--- src/aos_map_pkg.sv ---
/*
 * Host address map for the soft-register space
 * Field positions for the slot number, register index and configuration select,
 * and the AXI response codes. Refer to items as aos_map_pkg::name.
 */

package aos_map_pkg;

	// --------------------
	// Address fields
	// --------------------
	localparam int REG_IDX_LSB = 2;
	localparam int REG_IDX_W   = 2;

	localparam int APP_SEL_LSB = 4;
	localparam int APP_SEL_W   = 2;

	// Set for the configuration block, clear for an application slot
	localparam int CFG_SEL_BIT = 6;

	// Slots the application field can reach
	localparam int MAX_APPS = 4;

	typedef logic [REG_IDX_W-1:0] reg_idx_t;

	// --------------------
	// AXI response codes
	// --------------------
	typedef enum logic [1:0] {
		resp_okay   = 2'b00,
		resp_exokay = 2'b01,
		resp_slverr = 2'b10,
		resp_decerr = 2'b11
	} axi_resp_e;

endpackage

--- src/sr_types_pkg.sv ---
/*
 * Soft-register transport types
 * Shared by the AXI4-Lite bridge, router, pipes and every register block.
 * Refer to items as sr_types_pkg::name.
 */

package sr_types_pkg;

	// --------------------
	// Access kinds
	// --------------------
	typedef enum logic {
		sr_read  = 1'b0,
		sr_write = 1'b1
	} sr_op_e;

	// --------------------
	// Request and response fields
	// --------------------

	// Byte address as seen by the host
	typedef logic [31:0] sr_addr_t;

	// Narrowed to the AXI4-Lite data width
	typedef logic [31:0] sr_data_t;

endpackage
--- src/aos_softreg_top.sv ---
/*
 * Soft-register subsystem top level
 * Host AXI4-Lite port -> bridge -> router -> per-slot request pipe -> scratch
 * slot, with a response pipe back to the router. The configuration block
 * sits directly on the router and supplies the slot enable mask.
 */

`timescale 1ns/1ps

module aos_softreg_top #(
	parameter int NUM_APPS    = 4,
	parameter int PIPE_STAGES = 2
) (
	input  logic                     global_clk,
	input  logic                     rst_n,
	input  logic                     awvalid,
	input  logic [31:0]              awaddr,
	output logic                     awready,
	input  logic                     wvalid,
	input  logic [31:0]              wdata,
	input  logic [3:0]               wstrb,
	output logic                     wready,
	output logic                     bvalid,
	output aos_map_pkg::axi_resp_e   bresp,
	input  logic                     bready,
	input  logic                     arvalid,
	input  logic [31:0]              araddr,
	output logic                     arready,
	output logic                     rvalid,
	output logic [31:0]              rdata,
	output aos_map_pkg::axi_resp_e   rresp,
	input  logic                     rready
);

	// Bridge to router
	logic                     req_valid;
	sr_types_pkg::sr_op_e     req_op;
	sr_types_pkg::sr_addr_t   req_addr;
	sr_types_pkg::sr_data_t   req_wdata;
	logic                     resp_valid;
	sr_types_pkg::sr_data_t   resp_rdata;

	// Router fan-out
	logic                     cfg_req_valid;
	logic                     cfg_resp_valid;
	sr_types_pkg::sr_data_t   cfg_resp_rdata;
	aos_map_pkg::reg_idx_t    cfg_idx;
	logic [NUM_APPS-1:0]      en_mask;
	logic [NUM_APPS-1:0]      app_req_valid;
	sr_types_pkg::sr_op_e     app_req_op;
	sr_types_pkg::sr_addr_t   app_req_addr;
	sr_types_pkg::sr_data_t   app_req_wdata;
	wire  [NUM_APPS-1:0]      app_resp_valid;
	wire  sr_types_pkg::sr_data_t app_resp_rdata [NUM_APPS];

	axil_sr_bridge axil_sr_bridge_inst (
		.global_clk (global_clk),
		.rst_n      (rst_n),
		.awvalid    (awvalid),
		.awaddr     (awaddr),
		.awready    (awready),
		.wvalid     (wvalid),
		.wdata      (wdata),
		.wstrb      (wstrb),
		.wready     (wready),
		.bvalid     (bvalid),
		.bresp      (bresp),
		.bready     (bready),
		.arvalid    (arvalid),
		.araddr     (araddr),
		.arready    (arready),
		.rvalid     (rvalid),
		.rdata      (rdata),
		.rresp      (rresp),
		.rready     (rready),
		.req_valid  (req_valid),
		.req_op     (req_op),
		.req_addr   (req_addr),
		.req_wdata  (req_wdata),
		.resp_valid (resp_valid),
		.resp_rdata (resp_rdata)
	);

	sr_router #(
		.NUM_APPS (NUM_APPS)
	) sr_router_inst (
		.global_clk     (global_clk),
		.rst_n          (rst_n),
		.req_valid      (req_valid),
		.req_op         (req_op),
		.req_addr       (req_addr),
		.req_wdata      (req_wdata),
		.resp_valid     (resp_valid),
		.resp_rdata     (resp_rdata),
		.en_mask        (en_mask),
		.cfg_req_valid  (cfg_req_valid),
		.cfg_resp_valid (cfg_resp_valid),
		.cfg_resp_rdata (cfg_resp_rdata),
		.app_req_valid  (app_req_valid),
		.app_req_op     (app_req_op),
		.app_req_addr   (app_req_addr),
		.app_req_wdata  (app_req_wdata),
		.app_resp_valid (app_resp_valid),
		.app_resp_rdata (app_resp_rdata)
	);

	// --------------------
	// Configuration block
	// --------------------
	assign cfg_idx = app_req_addr[aos_map_pkg::REG_IDX_LSB +: aos_map_pkg::REG_IDX_W];

	sr_config_regs #(
		.NUM_APPS (NUM_APPS)
	) sr_config_regs_inst (
		.global_clk (global_clk),
		.rst_n      (rst_n),
		.req_valid  (cfg_req_valid),
		.req_op     (app_req_op),
		.req_idx    (cfg_idx),
		.req_wdata  (app_req_wdata),
		.resp_valid (cfg_resp_valid),
		.resp_rdata (cfg_resp_rdata),
		.en_mask    (en_mask)
	);

	// --------------------
	// Application slots
	// --------------------
	for (genvar i = 0; i < NUM_APPS; i++) begin : gen_slot
		logic                     slot_valid;
		sr_types_pkg::sr_op_e     slot_op;
		sr_types_pkg::sr_addr_t   slot_addr;
		sr_types_pkg::sr_data_t   slot_wdata;
		aos_map_pkg::reg_idx_t    slot_idx;
		logic                     slot_resp_valid;
		sr_types_pkg::sr_data_t   slot_resp_rdata;

		sr_pipe #(
			.STAGES (PIPE_STAGES)
		) req_pipe_inst (
			.global_clk (global_clk),
			.rst_n      (rst_n),
			.in_valid   (app_req_valid[i]),
			.in_op      (app_req_op),
			.in_addr    (app_req_addr),
			.in_data    (app_req_wdata),
			.out_valid  (slot_valid),
			.out_op     (slot_op),
			.out_addr   (slot_addr),
			.out_data   (slot_wdata)
		);

		assign slot_idx = slot_addr[aos_map_pkg::REG_IDX_LSB +: aos_map_pkg::REG_IDX_W];

		app_scratch app_scratch_inst (
			.global_clk (global_clk),
			.rst_n      (rst_n),
			.req_valid  (slot_valid),
			.req_op     (slot_op),
			.req_idx    (slot_idx),
			.req_wdata  (slot_wdata),
			.resp_valid (slot_resp_valid),
			.resp_rdata (slot_resp_rdata)
		);

		// Responses carry data only
		sr_pipe #(
			.STAGES (PIPE_STAGES)
		) resp_pipe_inst (
			.global_clk (global_clk),
			.rst_n      (rst_n),
			.in_valid   (slot_resp_valid),
			.in_op      (sr_types_pkg::sr_read),
			.in_addr    ('0),
			.in_data    (slot_resp_rdata),
			.out_valid  (app_resp_valid[i]),
			.out_op     (),
			.out_addr   (),
			.out_data   (app_resp_rdata[i])
		);
	end

endmodule

--- src/app_scratch.sv ---
/*
 * Scratch register file standing in for one application
 * Four words, cleared on reset. Writes store on the request cycle and
 * reads answer one cycle after the request.
 */

`timescale 1ns/1ps

module app_scratch (
	input  logic                     global_clk,
	input  logic                     rst_n,
	input  logic                     req_valid,
	input  sr_types_pkg::sr_op_e     req_op,
	input  aos_map_pkg::reg_idx_t    req_idx,
	input  sr_types_pkg::sr_data_t   req_wdata,
	output logic                     resp_valid,
	output sr_types_pkg::sr_data_t   resp_rdata
);

	localparam int NUM_WORDS = 2 ** aos_map_pkg::REG_IDX_W;

	sr_types_pkg::sr_data_t words [NUM_WORDS];

	logic wr_en;
	logic rd_en;

	assign wr_en = req_valid && (req_op == sr_types_pkg::sr_write);
	assign rd_en = req_valid && (req_op == sr_types_pkg::sr_read);

	// Register file, whole word per write
	always_ff @(posedge global_clk or negedge rst_n) begin
		if (!rst_n) begin
			for (int w = 0; w < NUM_WORDS; w++)
				words[w] <= '0;
		end else if (wr_en) begin
			words[req_idx] <= req_wdata;
		end
	end

	always_ff @(posedge global_clk or negedge rst_n) begin
		if (!rst_n)
			resp_valid <= 1'b0;
		else
			resp_valid <= rd_en;
	end

	always_ff @(posedge global_clk) begin
		if (rd_en)
			resp_rdata <= words[req_idx];
	end

endmodule

--- src/sr_config_regs.sv ---
/*
 * Configuration registers of the soft-register space
 * Index 0 is the application enable mask, all slots on after reset.
 * Indices 1 to 3 read zero. Reads answer one cycle after the request.
 */

`timescale 1ns/1ps

module sr_config_regs #(
	parameter int NUM_APPS = 4
) (
	input  logic                     global_clk,
	input  logic                     rst_n,
	input  logic                     req_valid,
	input  sr_types_pkg::sr_op_e     req_op,
	input  aos_map_pkg::reg_idx_t    req_idx,
	input  sr_types_pkg::sr_data_t   req_wdata,
	output logic                     resp_valid,
	output sr_types_pkg::sr_data_t   resp_rdata,
	output logic [NUM_APPS-1:0]      en_mask
);

	logic wr_en;
	logic rd_en;

	assign wr_en = req_valid && (req_op == sr_types_pkg::sr_write);
	assign rd_en = req_valid && (req_op == sr_types_pkg::sr_read);

	always_ff @(posedge global_clk or negedge rst_n) begin
		if (!rst_n) begin
			en_mask    <= '1;
			resp_valid <= 1'b0;
		end else begin
			resp_valid <= rd_en;
			// Only the low NUM_APPS bits are kept
			if (wr_en && (req_idx == '0))
				en_mask <= req_wdata[NUM_APPS-1:0];
		end
	end

	always_ff @(posedge global_clk) begin
		if (rd_en) begin
			if (req_idx == '0)
				resp_rdata <= sr_types_pkg::sr_data_t'(en_mask);
			else
				resp_rdata <= '0;
		end
	end

endmodule

--- src/sr_router.sv ---
/*
 * Soft-register router
 * Steers each request to the configuration block or one application slot,
 * gated by the enable mask, and merges the single response that comes back.
 * Reads of disabled or absent slots get a zero answer one cycle later.
 */

`timescale 1ns/1ps

module sr_router #(
	parameter int NUM_APPS = 4
) (
	input  logic                     global_clk,
	input  logic                     rst_n,

	// From the bridge
	input  logic                     req_valid,
	input  sr_types_pkg::sr_op_e     req_op,
	input  sr_types_pkg::sr_addr_t   req_addr,
	input  sr_types_pkg::sr_data_t   req_wdata,
	output logic                     resp_valid,
	output sr_types_pkg::sr_data_t   resp_rdata,

	input  logic [NUM_APPS-1:0]      en_mask,

	// Configuration block
	output logic                     cfg_req_valid,
	input  logic                     cfg_resp_valid,
	input  sr_types_pkg::sr_data_t   cfg_resp_rdata,

	// Application slots, op/addr/data shared with the configuration block
	output logic [NUM_APPS-1:0]      app_req_valid,
	output sr_types_pkg::sr_op_e     app_req_op,
	output sr_types_pkg::sr_addr_t   app_req_addr,
	output sr_types_pkg::sr_data_t   app_req_wdata,
	input  logic [NUM_APPS-1:0]      app_resp_valid,
	input  sr_types_pkg::sr_data_t   app_resp_rdata [NUM_APPS]
);

	logic                                is_cfg;
	logic [aos_map_pkg::APP_SEL_W-1:0]   app_sel;
	logic [aos_map_pkg::MAX_APPS-1:0]    en_full;
	logic                                slot_hit;
	logic                                null_read;
	logic                                null_resp_q;

	// --------------------
	// Request decode
	// --------------------
	always_comb begin
		is_cfg  = req_addr[aos_map_pkg::CFG_SEL_BIT];
		app_sel = req_addr[aos_map_pkg::APP_SEL_LSB +: aos_map_pkg::APP_SEL_W];

		// Slots beyond NUM_APPS look disabled
		en_full                 = '0;
		en_full[NUM_APPS-1:0]   = en_mask;

		slot_hit      = req_valid && !is_cfg && en_full[app_sel];
		cfg_req_valid = req_valid && is_cfg;
		null_read     = req_valid && !is_cfg && !en_full[app_sel] &&
		                (req_op == sr_types_pkg::sr_read);

		for (int i = 0; i < NUM_APPS; i++)
			app_req_valid[i] = slot_hit && (int'(app_sel) == i);
	end

	assign app_req_op    = req_op;
	assign app_req_addr  = req_addr;
	assign app_req_wdata = req_wdata;

	// Stand-in answer for a slot that cannot reply
	always_ff @(posedge global_clk or negedge rst_n) begin
		if (!rst_n)
			null_resp_q <= 1'b0;
		else
			null_resp_q <= null_read;
	end

	// --------------------
	// Response merge
	// --------------------
	// At most one source is valid, so an OR of gated data is enough
	always_comb begin
		resp_valid = null_resp_q || cfg_resp_valid;
		resp_rdata = cfg_resp_valid ? cfg_resp_rdata : '0;
		for (int i = 0; i < NUM_APPS; i++) begin
			resp_valid = resp_valid || app_resp_valid[i];
			if (app_resp_valid[i])
				resp_rdata = resp_rdata | app_resp_rdata[i];
		end
	end

endmodule

--- src/sr_pipe.sv ---
/*
 * Register pipeline for soft-register requests or responses
 * Output is the input delayed by STAGES cycles; several items may be in flight.
 */

`timescale 1ns/1ps

module sr_pipe #(
	parameter int STAGES = 2
) (
	input  logic                     global_clk,
	input  logic                     rst_n,
	input  logic                     in_valid,
	input  sr_types_pkg::sr_op_e     in_op,
	input  sr_types_pkg::sr_addr_t   in_addr,
	input  sr_types_pkg::sr_data_t   in_data,
	output logic                     out_valid,
	output sr_types_pkg::sr_op_e     out_op,
	output sr_types_pkg::sr_addr_t   out_addr,
	output sr_types_pkg::sr_data_t   out_data
);

	logic [STAGES-1:0]       valid_q;
	sr_types_pkg::sr_op_e    op_q   [STAGES];
	sr_types_pkg::sr_addr_t  addr_q [STAGES];
	sr_types_pkg::sr_data_t  data_q [STAGES];

	always_ff @(posedge global_clk or negedge rst_n) begin
		if (!rst_n) begin
			valid_q <= '0;
		end else begin
			valid_q[0] <= in_valid;
			for (int s = 1; s < STAGES; s++)
				valid_q[s] <= valid_q[s-1];
		end
	end

	// Payload shifts alongside its valid flag
	always_ff @(posedge global_clk) begin
		op_q[0]   <= in_op;
		addr_q[0] <= in_addr;
		data_q[0] <= in_data;
		for (int s = 1; s < STAGES; s++) begin
			op_q[s]   <= op_q[s-1];
			addr_q[s] <= addr_q[s-1];
			data_q[s] <= data_q[s-1];
		end
	end

	assign out_valid = valid_q[STAGES-1];
	assign out_op    = op_q[STAGES-1];
	assign out_addr  = addr_q[STAGES-1];
	assign out_data  = data_q[STAGES-1];

endmodule

--- src/axil_sr_bridge.sv ---
/*
 * AXI4-Lite slave in front of the soft-register path
 * Collects AW and W in any order, or AR, issues one soft-register request and
 * holds the B or R response until the host takes it. One access at a time.
 */

`timescale 1ns/1ps

module axil_sr_bridge (
	input  logic                     global_clk,
	input  logic                     rst_n,

	// AXI4-Lite slave
	input  logic                     awvalid,
	input  logic [31:0]              awaddr,
	output logic                     awready,
	input  logic                     wvalid,
	input  logic [31:0]              wdata,
	input  logic [3:0]               wstrb,
	output logic                     wready,
	output logic                     bvalid,
	output aos_map_pkg::axi_resp_e   bresp,
	input  logic                     bready,
	input  logic                     arvalid,
	input  logic [31:0]              araddr,
	output logic                     arready,
	output logic                     rvalid,
	output logic [31:0]              rdata,
	output aos_map_pkg::axi_resp_e   rresp,
	input  logic                     rready,

	// Soft-register side
	output logic                     req_valid,
	output sr_types_pkg::sr_op_e     req_op,
	output sr_types_pkg::sr_addr_t   req_addr,
	output sr_types_pkg::sr_data_t   req_wdata,
	input  logic                     resp_valid,
	input  sr_types_pkg::sr_data_t   resp_rdata
);

	typedef enum logic [2:0] {
		st_idle,
		st_wr_collect,
		st_wr_resp,
		st_rd_wait,
		st_rd_resp
	} state_e;

	state_e state;

	// Which half of a write has already been taken
	logic aw_done;
	logic w_done;

	logic aw_fire;
	logic w_fire;
	logic ar_fire;
	logic wr_both;

	// --------------------
	// Handshakes
	// --------------------
	always_comb begin
		awready = (state == st_idle) || ((state == st_wr_collect) && !aw_done);
		wready  = (state == st_idle) || ((state == st_wr_collect) && !w_done);
		// A write starting in the same cycle wins over a read
		arready = (state == st_idle) && !awvalid && !wvalid;
	end

	assign aw_fire = awvalid && awready;
	assign w_fire  = wvalid && wready;
	assign ar_fire = arvalid && arready;
	assign wr_both = (aw_fire || aw_done) && (w_fire || w_done);

	// --------------------
	// Access FSM
	// --------------------
	always_ff @(posedge global_clk or negedge rst_n) begin
		if (!rst_n) begin
			state     <= st_idle;
			aw_done   <= 1'b0;
			w_done    <= 1'b0;
			req_valid <= 1'b0;
			req_op    <= sr_types_pkg::sr_read;
		end else begin
			req_valid <= 1'b0;
			case (state)
				st_idle, st_wr_collect: begin
					if (ar_fire) begin
						req_valid <= 1'b1;
						req_op    <= sr_types_pkg::sr_read;
						state     <= st_rd_wait;
					end else if (wr_both) begin
						req_valid <= 1'b1;
						req_op    <= sr_types_pkg::sr_write;
						aw_done   <= 1'b0;
						w_done    <= 1'b0;
						state     <= st_wr_resp;
					end else if (aw_fire || w_fire) begin
						aw_done <= aw_done || aw_fire;
						w_done  <= w_done || w_fire;
						state   <= st_wr_collect;
					end
				end
				st_wr_resp: if (bready) state <= st_idle;
				st_rd_wait: if (resp_valid) state <= st_rd_resp;
				st_rd_resp: if (rready) state <= st_idle;
				default:    state <= st_idle;
			endcase
		end
	end

	// Address, write data and read data
	always_ff @(posedge global_clk) begin
		if (ar_fire)
			req_addr <= araddr;
		else if (aw_fire)
			req_addr <= awaddr;
		// Strobes are ignored, every write stores the whole word
		if (w_fire)
			req_wdata <= wdata;
		if ((state == st_rd_wait) && resp_valid)
			rdata <= resp_rdata;
	end

	assign bvalid = (state == st_wr_resp);
	assign rvalid = (state == st_rd_resp);
	assign bresp  = aos_map_pkg::resp_okay;
	assign rresp  = aos_map_pkg::resp_okay;

endmodule

--- config.mk ---
export PLATFORM = sky130hd
export DESIGN_NAME = aos_softreg_top
export DESIGN_NICKNAME = d
export VERILOG_FILES = /design/src/aos_map_pkg.sv /design/src/sr_types_pkg.sv /design/src/aos_softreg_top.sv /design/src/app_scratch.sv /design/src/sr_config_regs.sv /design/src/sr_router.sv /design/src/sr_pipe.sv /design/src/axil_sr_bridge.sv
export SDC_FILE = /design/constraint.sdc
export NUM_CORES = 1
export LEC_CHECK = 0
export BUFFER_PORTS_ARGS = -buffer_cell sky130_fd_sc_hd__buf_2
export CORE_ASPECT_RATIO = 2
export CORE_UTILIZATION = 25
export CTS_BUF_LIST = sky130_fd_sc_hd__clkbuf_16
export DETAILED_ROUTE_END_ITERATION = 12
export PLACE_DENSITY_LB_ADDON = 0.2
export SYNTH_ARGS = -nofsm -noshare
export SYNTH_HDL_FRONTEND = slang
export SYNTH_SLANG_ARGS = --single-unit
--- constraint.sdc ---
create_clock -name global_clk -period 6 [get_ports global_clk]
set_input_delay 1.2 -clock global_clk [delete_from_list [all_inputs] [get_ports global_clk]]
set_output_delay 1.2 -clock global_clk [all_outputs]
set_load 0.05 [all_outputs]
### After elaboration in Yosys (flattened, before gate mapping)

Memory sizes are Yosys's and may differ from the RTL's.
Index checks and enable logic that the tools add are counted.

| word-level totals | value |
|---|---|
| word-level logic and storage cells | 203 |
| output and inout bits | 41 |
| memories | 16 |
| bits in writable memories | 776 |
| flip-flop bits (word level) | 801 |

Memories:

| memory | depth | width | read ports | clocked after memory_dff | wr ports | RTL line | RTL |
|---|---|---|---|---|---|---|---|
| gen_slot[0].req_pipe_inst.addr_q | 2 | 32 | 2 | 0 | 2 | sr_pipe.sv:25 | `sr_types_pkg::sr_addr_t addr_q [STAGES];` |
| gen_slot[0].req_pipe_inst.data_q | 2 | 32 | 2 | 0 | 2 | sr_pipe.sv:26 | `sr_types_pkg::sr_data_t data_q [STAGES];` |
| gen_slot[0].resp_pipe_inst.data_q | 2 | 32 | 2 | 0 | 2 | sr_pipe.sv:26 |  |
| gen_slot[1].req_pipe_inst.addr_q | 2 | 32 | 2 | 0 | 2 | sr_pipe.sv:25 |  |
| gen_slot[1].req_pipe_inst.data_q | 2 | 32 | 2 | 0 | 2 | sr_pipe.sv:26 |  |
| gen_slot[1].resp_pipe_inst.data_q | 2 | 32 | 2 | 0 | 2 | sr_pipe.sv:26 |  |
| +10 memories | - | - | - | - | - | - |  |

| cells by class | value |
|---|---|
| eq/ne operators | 11 |
| magnitude comparators | 9 |
| reduce and logical (&&, ||, !) cells | 59 |
| bitwise gates (word level) | 14 |
| multiplexer cells | 49 |

Operators with widths:

| operator | number |
|---|---|
| 32-bit 2-to-1 mux | 19 |
| 128-bit bitwise mux | 4 |
| 32-bit binary-select mux with 2-bit select | 4 |
| 32-bit demux with 2-bit select | 4 |
| 32-bit OR | 4 |
| 1-bit logical AND | 33 |
| 3-bit 2-to-1 mux | 6 |
| 3-bit >= comparator (second input constant) | 4 |
| 3-bit by 1-bit < comparator with 1-bit output (second input constant) | 4 |
| 2-bit inverter with 3-bit output | 4 |
| 3-bit one-hot mux with 4 select lines | 1 |
| 1-bit logical OR | 10 |
| 1-bit 2-to-1 mux | 10 |
| 3-bit by 2-bit equality test with 1-bit output (second input constant) | 2 |
| 1-bit logical NOT | 6 |
| 2-bit by 1-bit != test with 1-bit output (second input constant) | 3 |
| 1-bit inverter | 6 |
| 2-bit nonzero test | 3 |
| 2-bit equality test (second input constant) | 2 |
| 2-bit logical NOT | 2 |
| 4-bit by 1-bit != test with 1-bit output (second input constant) | 1 |
| 4-bit AND reduction | 1 |
| 3-bit by 1-bit equality test with 1-bit output (second input constant) | 1 |
| 3-bit equality test (second input constant) | 1 |
| other kinds (7) | 7 |

### Depth between registers and ports, before layout

Gate-level depths: netlist (run 1).

| logic depth | value |
|---|---|
| word-level depth | 9 |
| gate-level depth with buffers | 6 |
| depth with buffers taken out | 4 |

### Cells and area by module

From an unflattened synthesis (run 1), not the netlist that was laid out.

| second synthesis, totals | value |
|---|---|
| cell total of the unflattened synthesis | 3391 |
| area, all modules | 57546.4 µm² |

By module, submodules not included:

| module | area an instance (µm²) | cells each | instances |
|---|---|---|---|
| app_scratch | 6666.4 | 347 | 4 |
| sr_pipe | 3133.0 | 196 | 8 |
| axil_sr_bridge | 3872.5 | 188 | 1 |
| sr_router | 1380.1 | 197 | 1 |
| sr_config_regs | 560.5 | 49 | 1 |
| aos_softreg_top | 3.8 | 1 | 1 |

### Worst setup path after synthesis (run 1)

Ideal clock, no wire load.

| timing | value |
|---|---|
| kind | input to output |
| from | input wvalid |
| to | output arready |
| setup slack | 3.033 ns |
| arrival | 1.767 ns |
| stages on the path | 2 |
| required time | 4.800 ns |
| path buffers | 0 |
| path through | nor2_1 and3_1 |

| on the way | value |
|---|---|
| word-level cells in the longest chain between the ends | 2 |

Ends and longest elaborated chain:

| what | RTL line | RTL |
|---|---|---|
| start, declared | aos_softreg_top.sv:19 | `input logic wvalid,` |
| 1-bit logical NOT | axil_sr_bridge.sv:67 | `arready = (state == st_idle) && !awvalid && !wvalid;` |
| 1-bit logical AND | axil_sr_bridge.sv:67 |  |
| end, declared | aos_softreg_top.sv:28 | `output logic arready,` |

No other way between the ends.

==> results.md, run 1 <==
- Register area: 26220 µm²
- Tot GR Track Use: 12.31%
- CP Class: reg -> reg
- Drt first pass iters: 5
- Clock buffer count from CTS: 100
- Leakage: 18.46 nW
- Finished Core Util: about 29%
- Worst Tran Pin Value: ~1.1 ns
- Fin Setup TNS: 0 ns
- Final GP Congestion: about 0.71
- Final WS setup: ~2.6 ns
- Area delta synth->final: 15.27%
- First-pass GRT wire length: roughly 130000 µm
- Clk_skew: 0.03009 ns
- Total power: around 17 mW
- Core region area: roughly 150000 µm²
- WP data arrival: 3.82 ns
- Port Buffers: 85
- Post-layout instance area: roughly 42000 µm²
- WP buf/inv: 2
- CTS tree: done
- Post-synth EDFFs: ~200
- Mean Syn Cell Area: approximately 18 µm²
- Slowest stage cell, crit path: dfxtp_4
- Root Buffer Master: clkbuf_16
- Post-synthesis cell count: 2044
- Layout cells sized above 1: around two fifths
- Num Clock Sinks: 1072
- Boundary pin count: approximately 150
- Worst Hold Slack: roughly 0.31 ns
- YS warnings: 0
- HP Class: reg -> reg
- Syn Std Cell Area: roughly 37000 µm²
- Vias: ~17k
- Initial antenna violation count: 2
- Final Max Tran Viols: 0
- Post-CTS Setup Inserts: 0
- Post-synth ARST share: about half
- Vias in the first global route: ~20k
- Cell mode on critical path: buf_4
- Fmax: between 0.2 and 0.3 GHz
- Synth Register Bits: 1072
- Placed inst area: ~39000 µm²
- Startpoint types: flop
- Sequential area share after synthesis: a little under three quarters
- Die Ht: 544.7 µm
- Part of the power in combinational logic: 10.8%
- Routed vias/inst: roughly 4.3
- Crit-path cells: buf_4 -> buf_4 -> mux4_2
- Worst path required time: 6.41 ns
- RSZ-0062 raised after global routing: no
- Nets: 2234
- Max FO, Critical Path: 57
- Largest net degree at the start of global routing: between 150 and 200
- Critical Path Max Stage Delay: 1.06 ns
- P_sw: between 4 and 5 mW
- Die W: between 200 and 300 µm
- Area leader, netlist: dfrtp_1
- Share of the synthesized area in the top cell type: a little under two fifths
- Worst skew pair latency: just under 0.7 ns
- Post-CTS Hold Fix Bufs: 0
- Pint: 12.41 mW
- Min Tclk post-route: between 3 and 4 ns
- Switching Fraction: 25.57%
- PwrDens: about 390 nW/µm²
- Count of cell types in the netlist: 41
- Slew Limit Headroom: 23.70%
- Setup violators final: 0
- Clk slew on worst S/H paths: roughly 0.070 ns
- H-Tree Depth: 3
- Crit-path leading delay family: buffers and inverters
- CTS max path bufs: 3
- Synth Flop Type: dfrtp_1
- Total of max-cap violations: 0
- Layout Cells excl Fill: slightly above 4k
- Placed Cells: 3925
- Top cells by area, synth: dfrtp_1 37%, dfxtp_1 18%, edfxtp_1 16%
- Final Hold Viols: 0
- Initial DRC count: roughly 830
- Area occupied by multi-input gates: just over 10000 µm²
- Grt ovf: 0
- Drt drc: 0
- Post-DP HPWL: between 40000 and 50000 µm
- Die area: 148900 µm²
- CTS resizes: 0
- Critical path endpoint category: flop
- VDD IR max: ~0.00025 V
- Detail Route Antenna Nets: 0
- Outcome: complete, no violations
- Post-Place Worst Slack: 2.461 ns
- Sequential share of power: approximately 54%
- Post-detailed-route wirelength per cell: about 22 µm
- Ratio of final minimum period to clock period: 56.71%
- Num rows: between 150 and 200
- Fillers: around 14k
- Clock power frac: 35.6%
- Starting Density: around a quarter
- Routed WL: approximately 90000 µm
synth_stat cells, types with 3 or more instances:
cell type	instances
mux2_1	8
a222oi_1	4
edfxtp_1	201
and2_1	6
buf_2	59
mux2_2	513
dfxtp_1	326
nor3_2	5
nor2b_1	6
nor2_1	12
inv_1	6
dfrtp_1	541
nand3_1	9
dfstp_2	4
a22oi_1	61
a21oi_1	4
clkbuf_1	48
nand4_1	5
nand2_1	45
buf_4	24
mux4_2	129
nor3_1	3
registers in the layout (all words and copies together) (netlist names), 8 cells and up:
signal and cells:
gen_slot.req_pipe_inst.valid_q 8, gen_slot.resp_pipe_inst.valid_q 8, gen_slot.app_scratch_inst.resp_rdata 128, axil_sr_bridge_inst.req_wdata 32, axil_sr_bridge_inst.rdata 32, gen_slot.resp_pipe_inst.data_q 256
gen_slot.app_scratch_inst.words 512, gen_slot.req_pipe_inst.data_q 64
power groups by stage:
stage                     Clock [mW]  Combinational [mW]  Sequential, mW
after floorplan                    0                1.50            8.75
after global placement             0                1.80            8.99
after detailed placement           0                1.86            9.09
after CTS                       6.19                1.87            8.94
after global routing            6.45                1.97            9.05
final                           5.94                1.80            8.93
logic make-up after synthesis:
family,Yosys count,synth area share (%)
buf+inv,140,1.917
other cells,1,0.01019
simple gates,102,1.407
mux,652,23.89
compound gates,77,1.587
flops,1072,71.19
worst paths after layout:
path | start | end | slack [ns] | depth (start not counted)
max in group asynchronous | rst_n | gen_slot[0].app_scratch_inst.words[13]$_DFFE_PN0P_ | 4.00 | 2
worst max register to register | gen_slot[0].req_pipe_inst.addr_q[0][35]$_DFF_P_ | gen_slot[0].app_scratch_inst.resp_rdata[31]$_DFFE_PP_ | 2.60 | 3
worst min-delay path | gen_slot[1].resp_pipe_inst.data_q[0][21]$_DFF_P_ | gen_slot[1].resp_pipe_inst.data_q[0][53]$_DFF_P_ | 0.31 | 0
worst max-delay path | gen_slot[0].req_pipe_inst.addr_q[0][35]$_DFF_P_ | gen_slot[0].app_scratch_inst.resp_rdata[31]$_DFFE_PP_ | 2.60 | 3
min in group asynchronous | rst_n | gen_slot[3].app_scratch_inst.words[24]$_DFFE_PN0P_ | 0.54 | 1
worst min register to register | gen_slot[1].resp_pipe_inst.data_q[0][21]$_DFF_P_ | gen_slot[1].resp_pipe_inst.data_q[0][53]$_DFF_P_ | 0.31 | 0
metal layers:
| layer | global-route usage [%] | wire (µm) | up-vias |
|---|---|---|---|
| li1 | - | - | 7643 |
| met1 | 14.20 | 36010 | 9441 |
| met2 | 22.83 | 48740 | 271 |
| met3 | 1.737 | 2864 | 140 |
| met4 | 4.411 | 2515 | 0 |
| met5 | 0 | 0 | - |
cell type report:
cell class                      count  share of cell area (%)
Antenna cell                        1                0.005898
Clock buffer                      101                   5.957
Clock inverter                     89                   1.194
Inverter                            6                 0.05308
Multi-Input combinational cell    835                   23.74
Sequential cell                  1072                   61.79
Tap cell                         1900                   5.603
Timing Repair Buffer              112                   1.651
placed cells by master, fill, tap and decap left out, types with 5 or more instances in the layout:
master	count
dfxtp_1	324
buf_2	84
a22oi_1	61
mux2_2	513
clkinv_2	11
clkinv_1	23
nand3_4	8
clkbuf_16	101
inv_1	43
buf_4	22
buf_12	5
dfrtp_1	537
nand4_1	5
mux2_1	8
mux4_2	129
nor2_1	11
and2_1	5
edfxtp_1	201
nand2_1	45
No activity file was read; power rests on OpenSTA's default activity.
==> inputs of run 2 (changes only) <==
Clock period 6 ns to 3 ns, I/O delays scaled along.
==> run 2 against run 1 <==
Combinational power is 110% higher; global-route usage up 0.21 points; clock-buffer cell count increased by 6; non-clock buffer count up 43; cell count up 1.0%; flip-flop and latch count unchanged; setup slack got worse by 2.1 ns; hold slack worse by 0.23 ns; largest cell class unchanged; design area rose by 1.6%; sequential power grew 99%.
==> results.md, run 2 (synthesis gave the netlist of run 1 again) <==
- Outcome: complete, no violations
- Port Buffers: 85
- Die area: ~150000 µm²
- Drt first pass iters: 4
- Post-Place Worst Slack: 0.6002 ns
- Die W: between 200 and 300 µm
- Commonest non-fill, non-tap cell in the layout: dfrtp_1
- Final Hold Viols: 0
- Boundary pin count: around 150
- Most frequent cells in the layout: 537 x dfrtp_1, 513 x mux2_2, 324 x dfxtp_1, 201 x edfxtp_1, 129 x mux4_2
- Reg with most FFs: gen_slot.app_scratch_inst.words
- Switching Fraction: about 25%
- P_sw: about 8.6 mW
- Final WS setup: ~0.45 ns
- Slew Limit Headroom: between 30% and 40%
- First-pass GRT wire length: 135700 µm
- Fin Setup TNS: 0 ns
- Ratio of final minimum period to clock period: between 80% and 90%
- R2R Setup Slk: ~0.67 ns
- Area delta synth->final: 17.16%
- H-Tree Depth: 3
- Detail Route Antenna Nets: 0
- Part of the power in combinational logic: approximately 11%
- Worst skew pair latency: a little under 0.7 ns
- Worst path required time: ~2.4 ns
- Die Ht: 544.7 µm
- Vias: 17.72k
- Post-DP HPWL: between 50000 and 60000 µm
- CTS tree: done
- Final GP Congestion: roughly 0.70
- Initial antenna violation count: 2
- Total power: about 34 mW
- Clk_skew: between 0.02 and 0.03 ns
- CTS resizes: 0
- Starting Density: 25.23%
- Top Registers: gen_slot.app_scratch_inst.words (512), gen_slot.resp_pipe_inst.data_q (256), gen_slot.app_scratch_inst.resp_rdata (128)
- Routed WL: 91290 µm
- Reg2reg path depth: 3
- Vias in the first global route: slightly above 20k
- PwrDens: around 800 nW/µm²
- Num Clock Sinks: 1072
- CP Class: reg -> out
- Core region area: 145900 µm²
- Min Tclk post-route: ~2.6 ns
- Initial DRC count: between 800 and 900
- Layout Cells excl Fill: just over 4k
- Max reg flops: a little over 500
- Register area: 26220 µm²
- Total of max-cap violations: 0
- Critical path endpoint category: primary output
- HP Class: in -> reg
- Final Max Tran Viols: 0
- Max FO, Critical Path: 6
- Num rows: about 200
- Drt drc: 0
- Routed vias/inst: around 4.3
- RSZ-0062 raised after global routing: no
- Root Buffer Master: clkbuf_16
- Tot GR Track Use: about an eighth
- Pint: 25.79 mW
- Sequential share of power: about half
- Fillers: between 10k and 15k
- Layout cells sized above 1: ~43%
- Nets: ~2.3k
- Placed Cells: ~4k
- Crit-path cells: or2_2 -> a21oi_1 -> buf_2
- Leakage: 18.80 nW
- Post-detailed-route wirelength per cell: roughly 22 µm
- Grt ovf: 0
- Hold path depth: 1
- Worst Hold Slack: 0.08866 ns
- WP data arrival: ~2.0 ns
- Fmax: 0.3920 GHz
- Startpoint types: flop
- Largest net degree at the start of global routing: between 80 and 90
- Clk slew on worst S/H paths: roughly 0.060 ns
- Worst Tran Pin Value: 0.9424 ns
- Setup violators final: 0
- Clock power frac: roughly 37%
- CTS max path bufs: 3
- Slowest stage cell, crit path: dfrtp_1
- VDD IR max: ~0.00043 V
- Critical Path Max Stage Delay: around 0.42 ns
- Clock buffer count from CTS: 100
- Area occupied by multi-input gates: about 10000 µm²
run 2: changes by cell type in the layout (fill, tap and decap cells not counted), moves of 3 or more:
cell       change
buf_12        +12
buf_4         +30
bufinv_16      +7
clkbuf_16      +6
clkinv_2       +5
clkinv_4       +3
inv_1         -20
nand3_2        +8
nand3_4        -8
run 2: timing repair:
item / in CTS / in global routing
endpoints found under the hold margin: 49 / 0
endpoints found under the setup margin: 0 / 0
hold buffers: 1 / 0
buffers inserted: 0 / 0
run 2: worst paths after layout:
check | startpoint | endpoint
min in group asynchronous | rst_n | gen_slot[2].app_scratch_inst.words[58]$_DFFE_PN0P_
min | wdata[30] | axil_sr_bridge_inst.req_wdata[30]$_DFFE_PP_
max | axil_sr_bridge_inst.state[2]$_DFFE_PN0P_ | wready
max reg2reg | gen_slot[0].req_pipe_inst.addr_q[0][34]$_DFF_P_ | gen_slot[0].app_scratch_inst.resp_rdata[25]$_DFFE_PP_
min reg2reg | gen_slot[1].resp_pipe_inst.data_q[0][20]$_DFF_P_ | gen_slot[1].resp_pipe_inst.data_q[0][52]$_DFF_P_
max in group asynchronous | rst_n | gen_slot[3].app_scratch_inst.words[81]$_DFFE_PN0P_
run 2: per-stage QoR:
stage	instance area, µm²	util [%]
finish	43120	29.55
floorplan	36820	-
global route	43120	29.55
CTS	43120	29.55
global placement	39800	27.27
detailed placement	39800	27.27
run 2: power groups by stage:
| stage | Sequential, mW | Clock [mW] | Combinational, mW |
|---|---|---|---|
| 5_1_grt | 18.1 | 13.9 | 4.03 |
| 3_5_place_dp | 18.2 | 0 | 3.82 |
| 4_1_cts | 17.9 | 13.3 | 3.83 |
| 3_3_place_gp | 18.0 | 0 | 3.69 |
| 2_1_floorplan | 17.5 | 0 | 3.00 |
| 6_report | 17.8 | 12.8 | 3.71 |
run 2: routing by layer:
metal | share of wire [%] | up-vias | global-route usage [%] | routed length (µm)
met2 | 55 | 308 | 23.55 | 49900
met5 | 0 | - | 0 | 0
met3 | 3.2 | 152 | 1.693 | 2876
li1 | - | 7724 | - | -
met4 | 3.2 | 0 | 4.890 | 2955
met1 | 39 | 9535 | 14.05 | 35560
run 2: layout make-up:
type,instances,share of cell area [%]
sequential,1072,60.80
timing repair buffer,155,2.727
clock inverter,81,1.474
antenna,1,0.005803
multi-input combinational,835,23.22
tap,1900,5.513
clock buffer,107,6.209
inverter,6,0.05223
run 2: worst max-delay path: cells and delay by family, from the launching register on:
kind | cells | cell delay (ns)
DFF | 1 | 0.42
and+or+nand+nor | 1 | 0.34
buffers and inverters | 1 | 0.31
AOI/OAI and AO/OA | 1 | 0.21
==> inputs of run 3 (changes only) <==
Settings changed: CTS_BUF_LIST sky130_fd_sc_hd__clkbuf_16 to default.
==> run 3 against run 2 <==
Setup slack gained 0.00059 ns; register-to-register slack is essentially flat; clock skew hardly changed; combinational power hardly changed; hold slack better by 0.00058 ns; non-clock buffer count is the same; total power grew 1.6%; core utilization increased by 0.13 points; critical path depth stayed put; maximum frequency about the same; critical endpoint unchanged.
==> results.md, run 3 (synthesis gave the netlist of run 1 again) <==
- Outcome: complete, no violations
- Worst Tran Pin Value: between 0.9 and 1 ns
- Num Clock Sinks: about 1.1k
- Pint: 26.34 mW
- Setup violators final: 0
- R2R Path Start: gen_slot[0].req_pipe_inst.addr_q[0][34]$_DFF_P_
- Drt first pass iters: 5
- Part of the power in combinational logic: between 10% and 20%
- Startpoint types: flop
- Worst skew pair latency: between 0.6 and 0.7 ns
- Detail Route Antenna Nets: 0
- Boundary pin count: between 100 and 150
- Die area: 148900 µm²
- Post-DP HPWL: 53030 µm
- Vias: 17.69k
- Critical path endpoint category: primary output
- Placed Cells: 3967
- H-Tree Depth: 3
- Clock buffer count from CTS: 100
- Clk slew on worst S/H paths: roughly 0.06 ns
- Die W: approximately 270 µm
- Post-CTS Hold Fix Bufs: 1
- WP data arrival: between 1.5 and 2 ns
- Min Tclk post-route: about 2.6 ns
- Tot GR Track Use: 12.51%
- Final WS setup: approximately 0.45 ns
- Die Ht: ~540 µm
- CTS resizes: 0
- CP Class: reg -> out
- Max FO, Critical Path: 6
- Placed inst area: between 30000 and 40000 µm²
- Top Registers: gen_slot.app_scratch_inst.words (512), gen_slot.resp_pipe_inst.data_q (256), gen_slot.app_scratch_inst.resp_rdata (128)
- Final Hold Viols: 0
- Fmax: between 0.3 and 0.4 GHz
- Post-detailed-route wirelength per cell: about 22 µm
- Ratio of final minimum period to clock period: 85.01%
- VDD IR max: roughly 0.00043 V
- Min-delay src: wdata[30]
- Nets: between 2k and 2.5k
- Slew Limit Headroom: 37.64%
- Most frequent cells in the layout: 537 x dfrtp_1, 513 x mux2_2, 324 x dfxtp_1, 201 x edfxtp_1, 129 x mux4_2
- Largest net degree at the start of global routing: 81
- Fin Setup TNS: 0 ns
- Routed WL: 91180 µm
- Worst path required time: 2.40 ns
- CTS max path bufs: 3
- Vias in the first global route: 20.16k
- Reg with most FFs: gen_slot.app_scratch_inst.words
- Grt ovf: 0
- Routed vias/inst: approximately 4.3
- Total power: between 30 and 40 mW
- CTS tree: done
- Starting Density: approximately a quarter
- Drt drc: 0
- Layout Cells excl Fill: between 4k and 5k
- Initial DRC count: 784
- Initial antenna violation count: 2
- Num rows: 198
- Final Max Tran Viols: 0
- Leakage: between 15 and 20 nW
- Layout cells sized above 1: between 40% and 50%
- Total of max-cap violations: 0
- PwrDens: 806.9 nW/µm²
- Port Buffers: 85
- Switching Fraction: 24.64%
- Final GP Congestion: 0.7047
- Root Buffer Master: clkbuf_16
- Post-Place Worst Slack: 0.6002 ns
- Post-layout instance area: 43310 µm²
- Clk_skew: between 0.02 and 0.03 ns
- Clock power frac: 38.3%
- Post-CTS Setup Inserts: 0
- Crit path from: axil_sr_bridge_inst.state[2]$_DFFE_PN0P_
- P_sw: approximately 8.6 mW
- Area delta synth->final: 17.67%
- Sequential share of power: 51.0%
- Core region area: 145900 µm²
- First-pass GRT wire length: roughly 140000 µm
- HP Class: in -> reg
- Max reg flops: just over 500
- RSZ-0062 raised after global routing: no
- Commonest non-fill, non-tap cell in the layout: dfrtp_1
run 3: cell count changes in the layout (fill, tap and decap cells not counted):
cell | previous run | this run
clkbuf_8 | 0 | 19
clkbuf_1 | 0 | 17
inv_1 | 23 | 6
clkinv_1 | 25 | 6
run 3: power by group through the flow:
stage / Combinational (mW) / Clock, mW / Sequential [mW]
after floorplan: 3.00 / 0 / 17.5
after global placement: 3.69 / 0 / 18.0
after detailed placement: 3.82 / 0 / 18.2
after CTS: 3.83 / 13.9 / 17.9
after global routing: 4.03 / 14.5 / 18.1
final: 3.71 / 13.4 / 17.8
run 3: path summary, 6_finish.rpt:
kind	to	slack, ns	cells after the start
setup / recovery	wready	0.45	3
hold / removal	axil_sr_bridge_inst.req_wdata[30]$_DFFE_PP_	0.09	1
setup reg to reg	gen_slot[0].app_scratch_inst.resp_rdata[25]$_DFFE_PP_	0.67	3
hold reg to reg	gen_slot[2].resp_pipe_inst.data_q[0][32]$_DFF_P_	0.31	0
min in group asynchronous	gen_slot[2].app_scratch_inst.words[58]$_DFFE_PN0P_	0.47	2
max in group asynchronous	gen_slot[3].app_scratch_inst.words[81]$_DFFE_PN0P_	1.59	3
run 3: per-stage QoR:
step | hold slack [ns] | utilization [%]
6_report | 0.08924 | 29.68
4_1_cts | 0.02823 | 29.68
3_5_place_dp | 0.3121 | 27.27
2_1_floorplan | 0.3044 | -
3_3_place_gp | 0.3104 | 27.27
5_1_grt | 0.04853 | 29.68
run 3: per-layer routing:
| layer | vias up | share of wire (%) | wire, µm | global-route usage (%) |
|---|---|---|---|---|
| met2 | 289 | 55 | 49870 | 23.51 |
| met1 | 9521 | 39 | 35630 | 14.05 |
| met4 | 0 | 3.1 | 2865 | 4.868 |
| li1 | 7732 | - | - | - |
| met5 | - | 0 | 0 | 0 |
| met3 | 147 | 3.1 | 2814 | 1.693 |
run 3: final cells by class:
class	count	area [µm²]
Inverter	6	22.52
Tap cell	1900	2377
Antenna cell	1	2.502
Clock buffer	143	3003
Sequential cell	1072	26220
Fill cell	14160	102600
Clock inverter	45	500.5
Timing Repair Buffer	155	1176
Multi-Input combinational cell	835	10010
run 3: critical path: stages (launching register included):
cell	delay, ns
dfrtp_1	0.42
or2_2	0.35
a21oi_1	0.21
buf_2	0.31
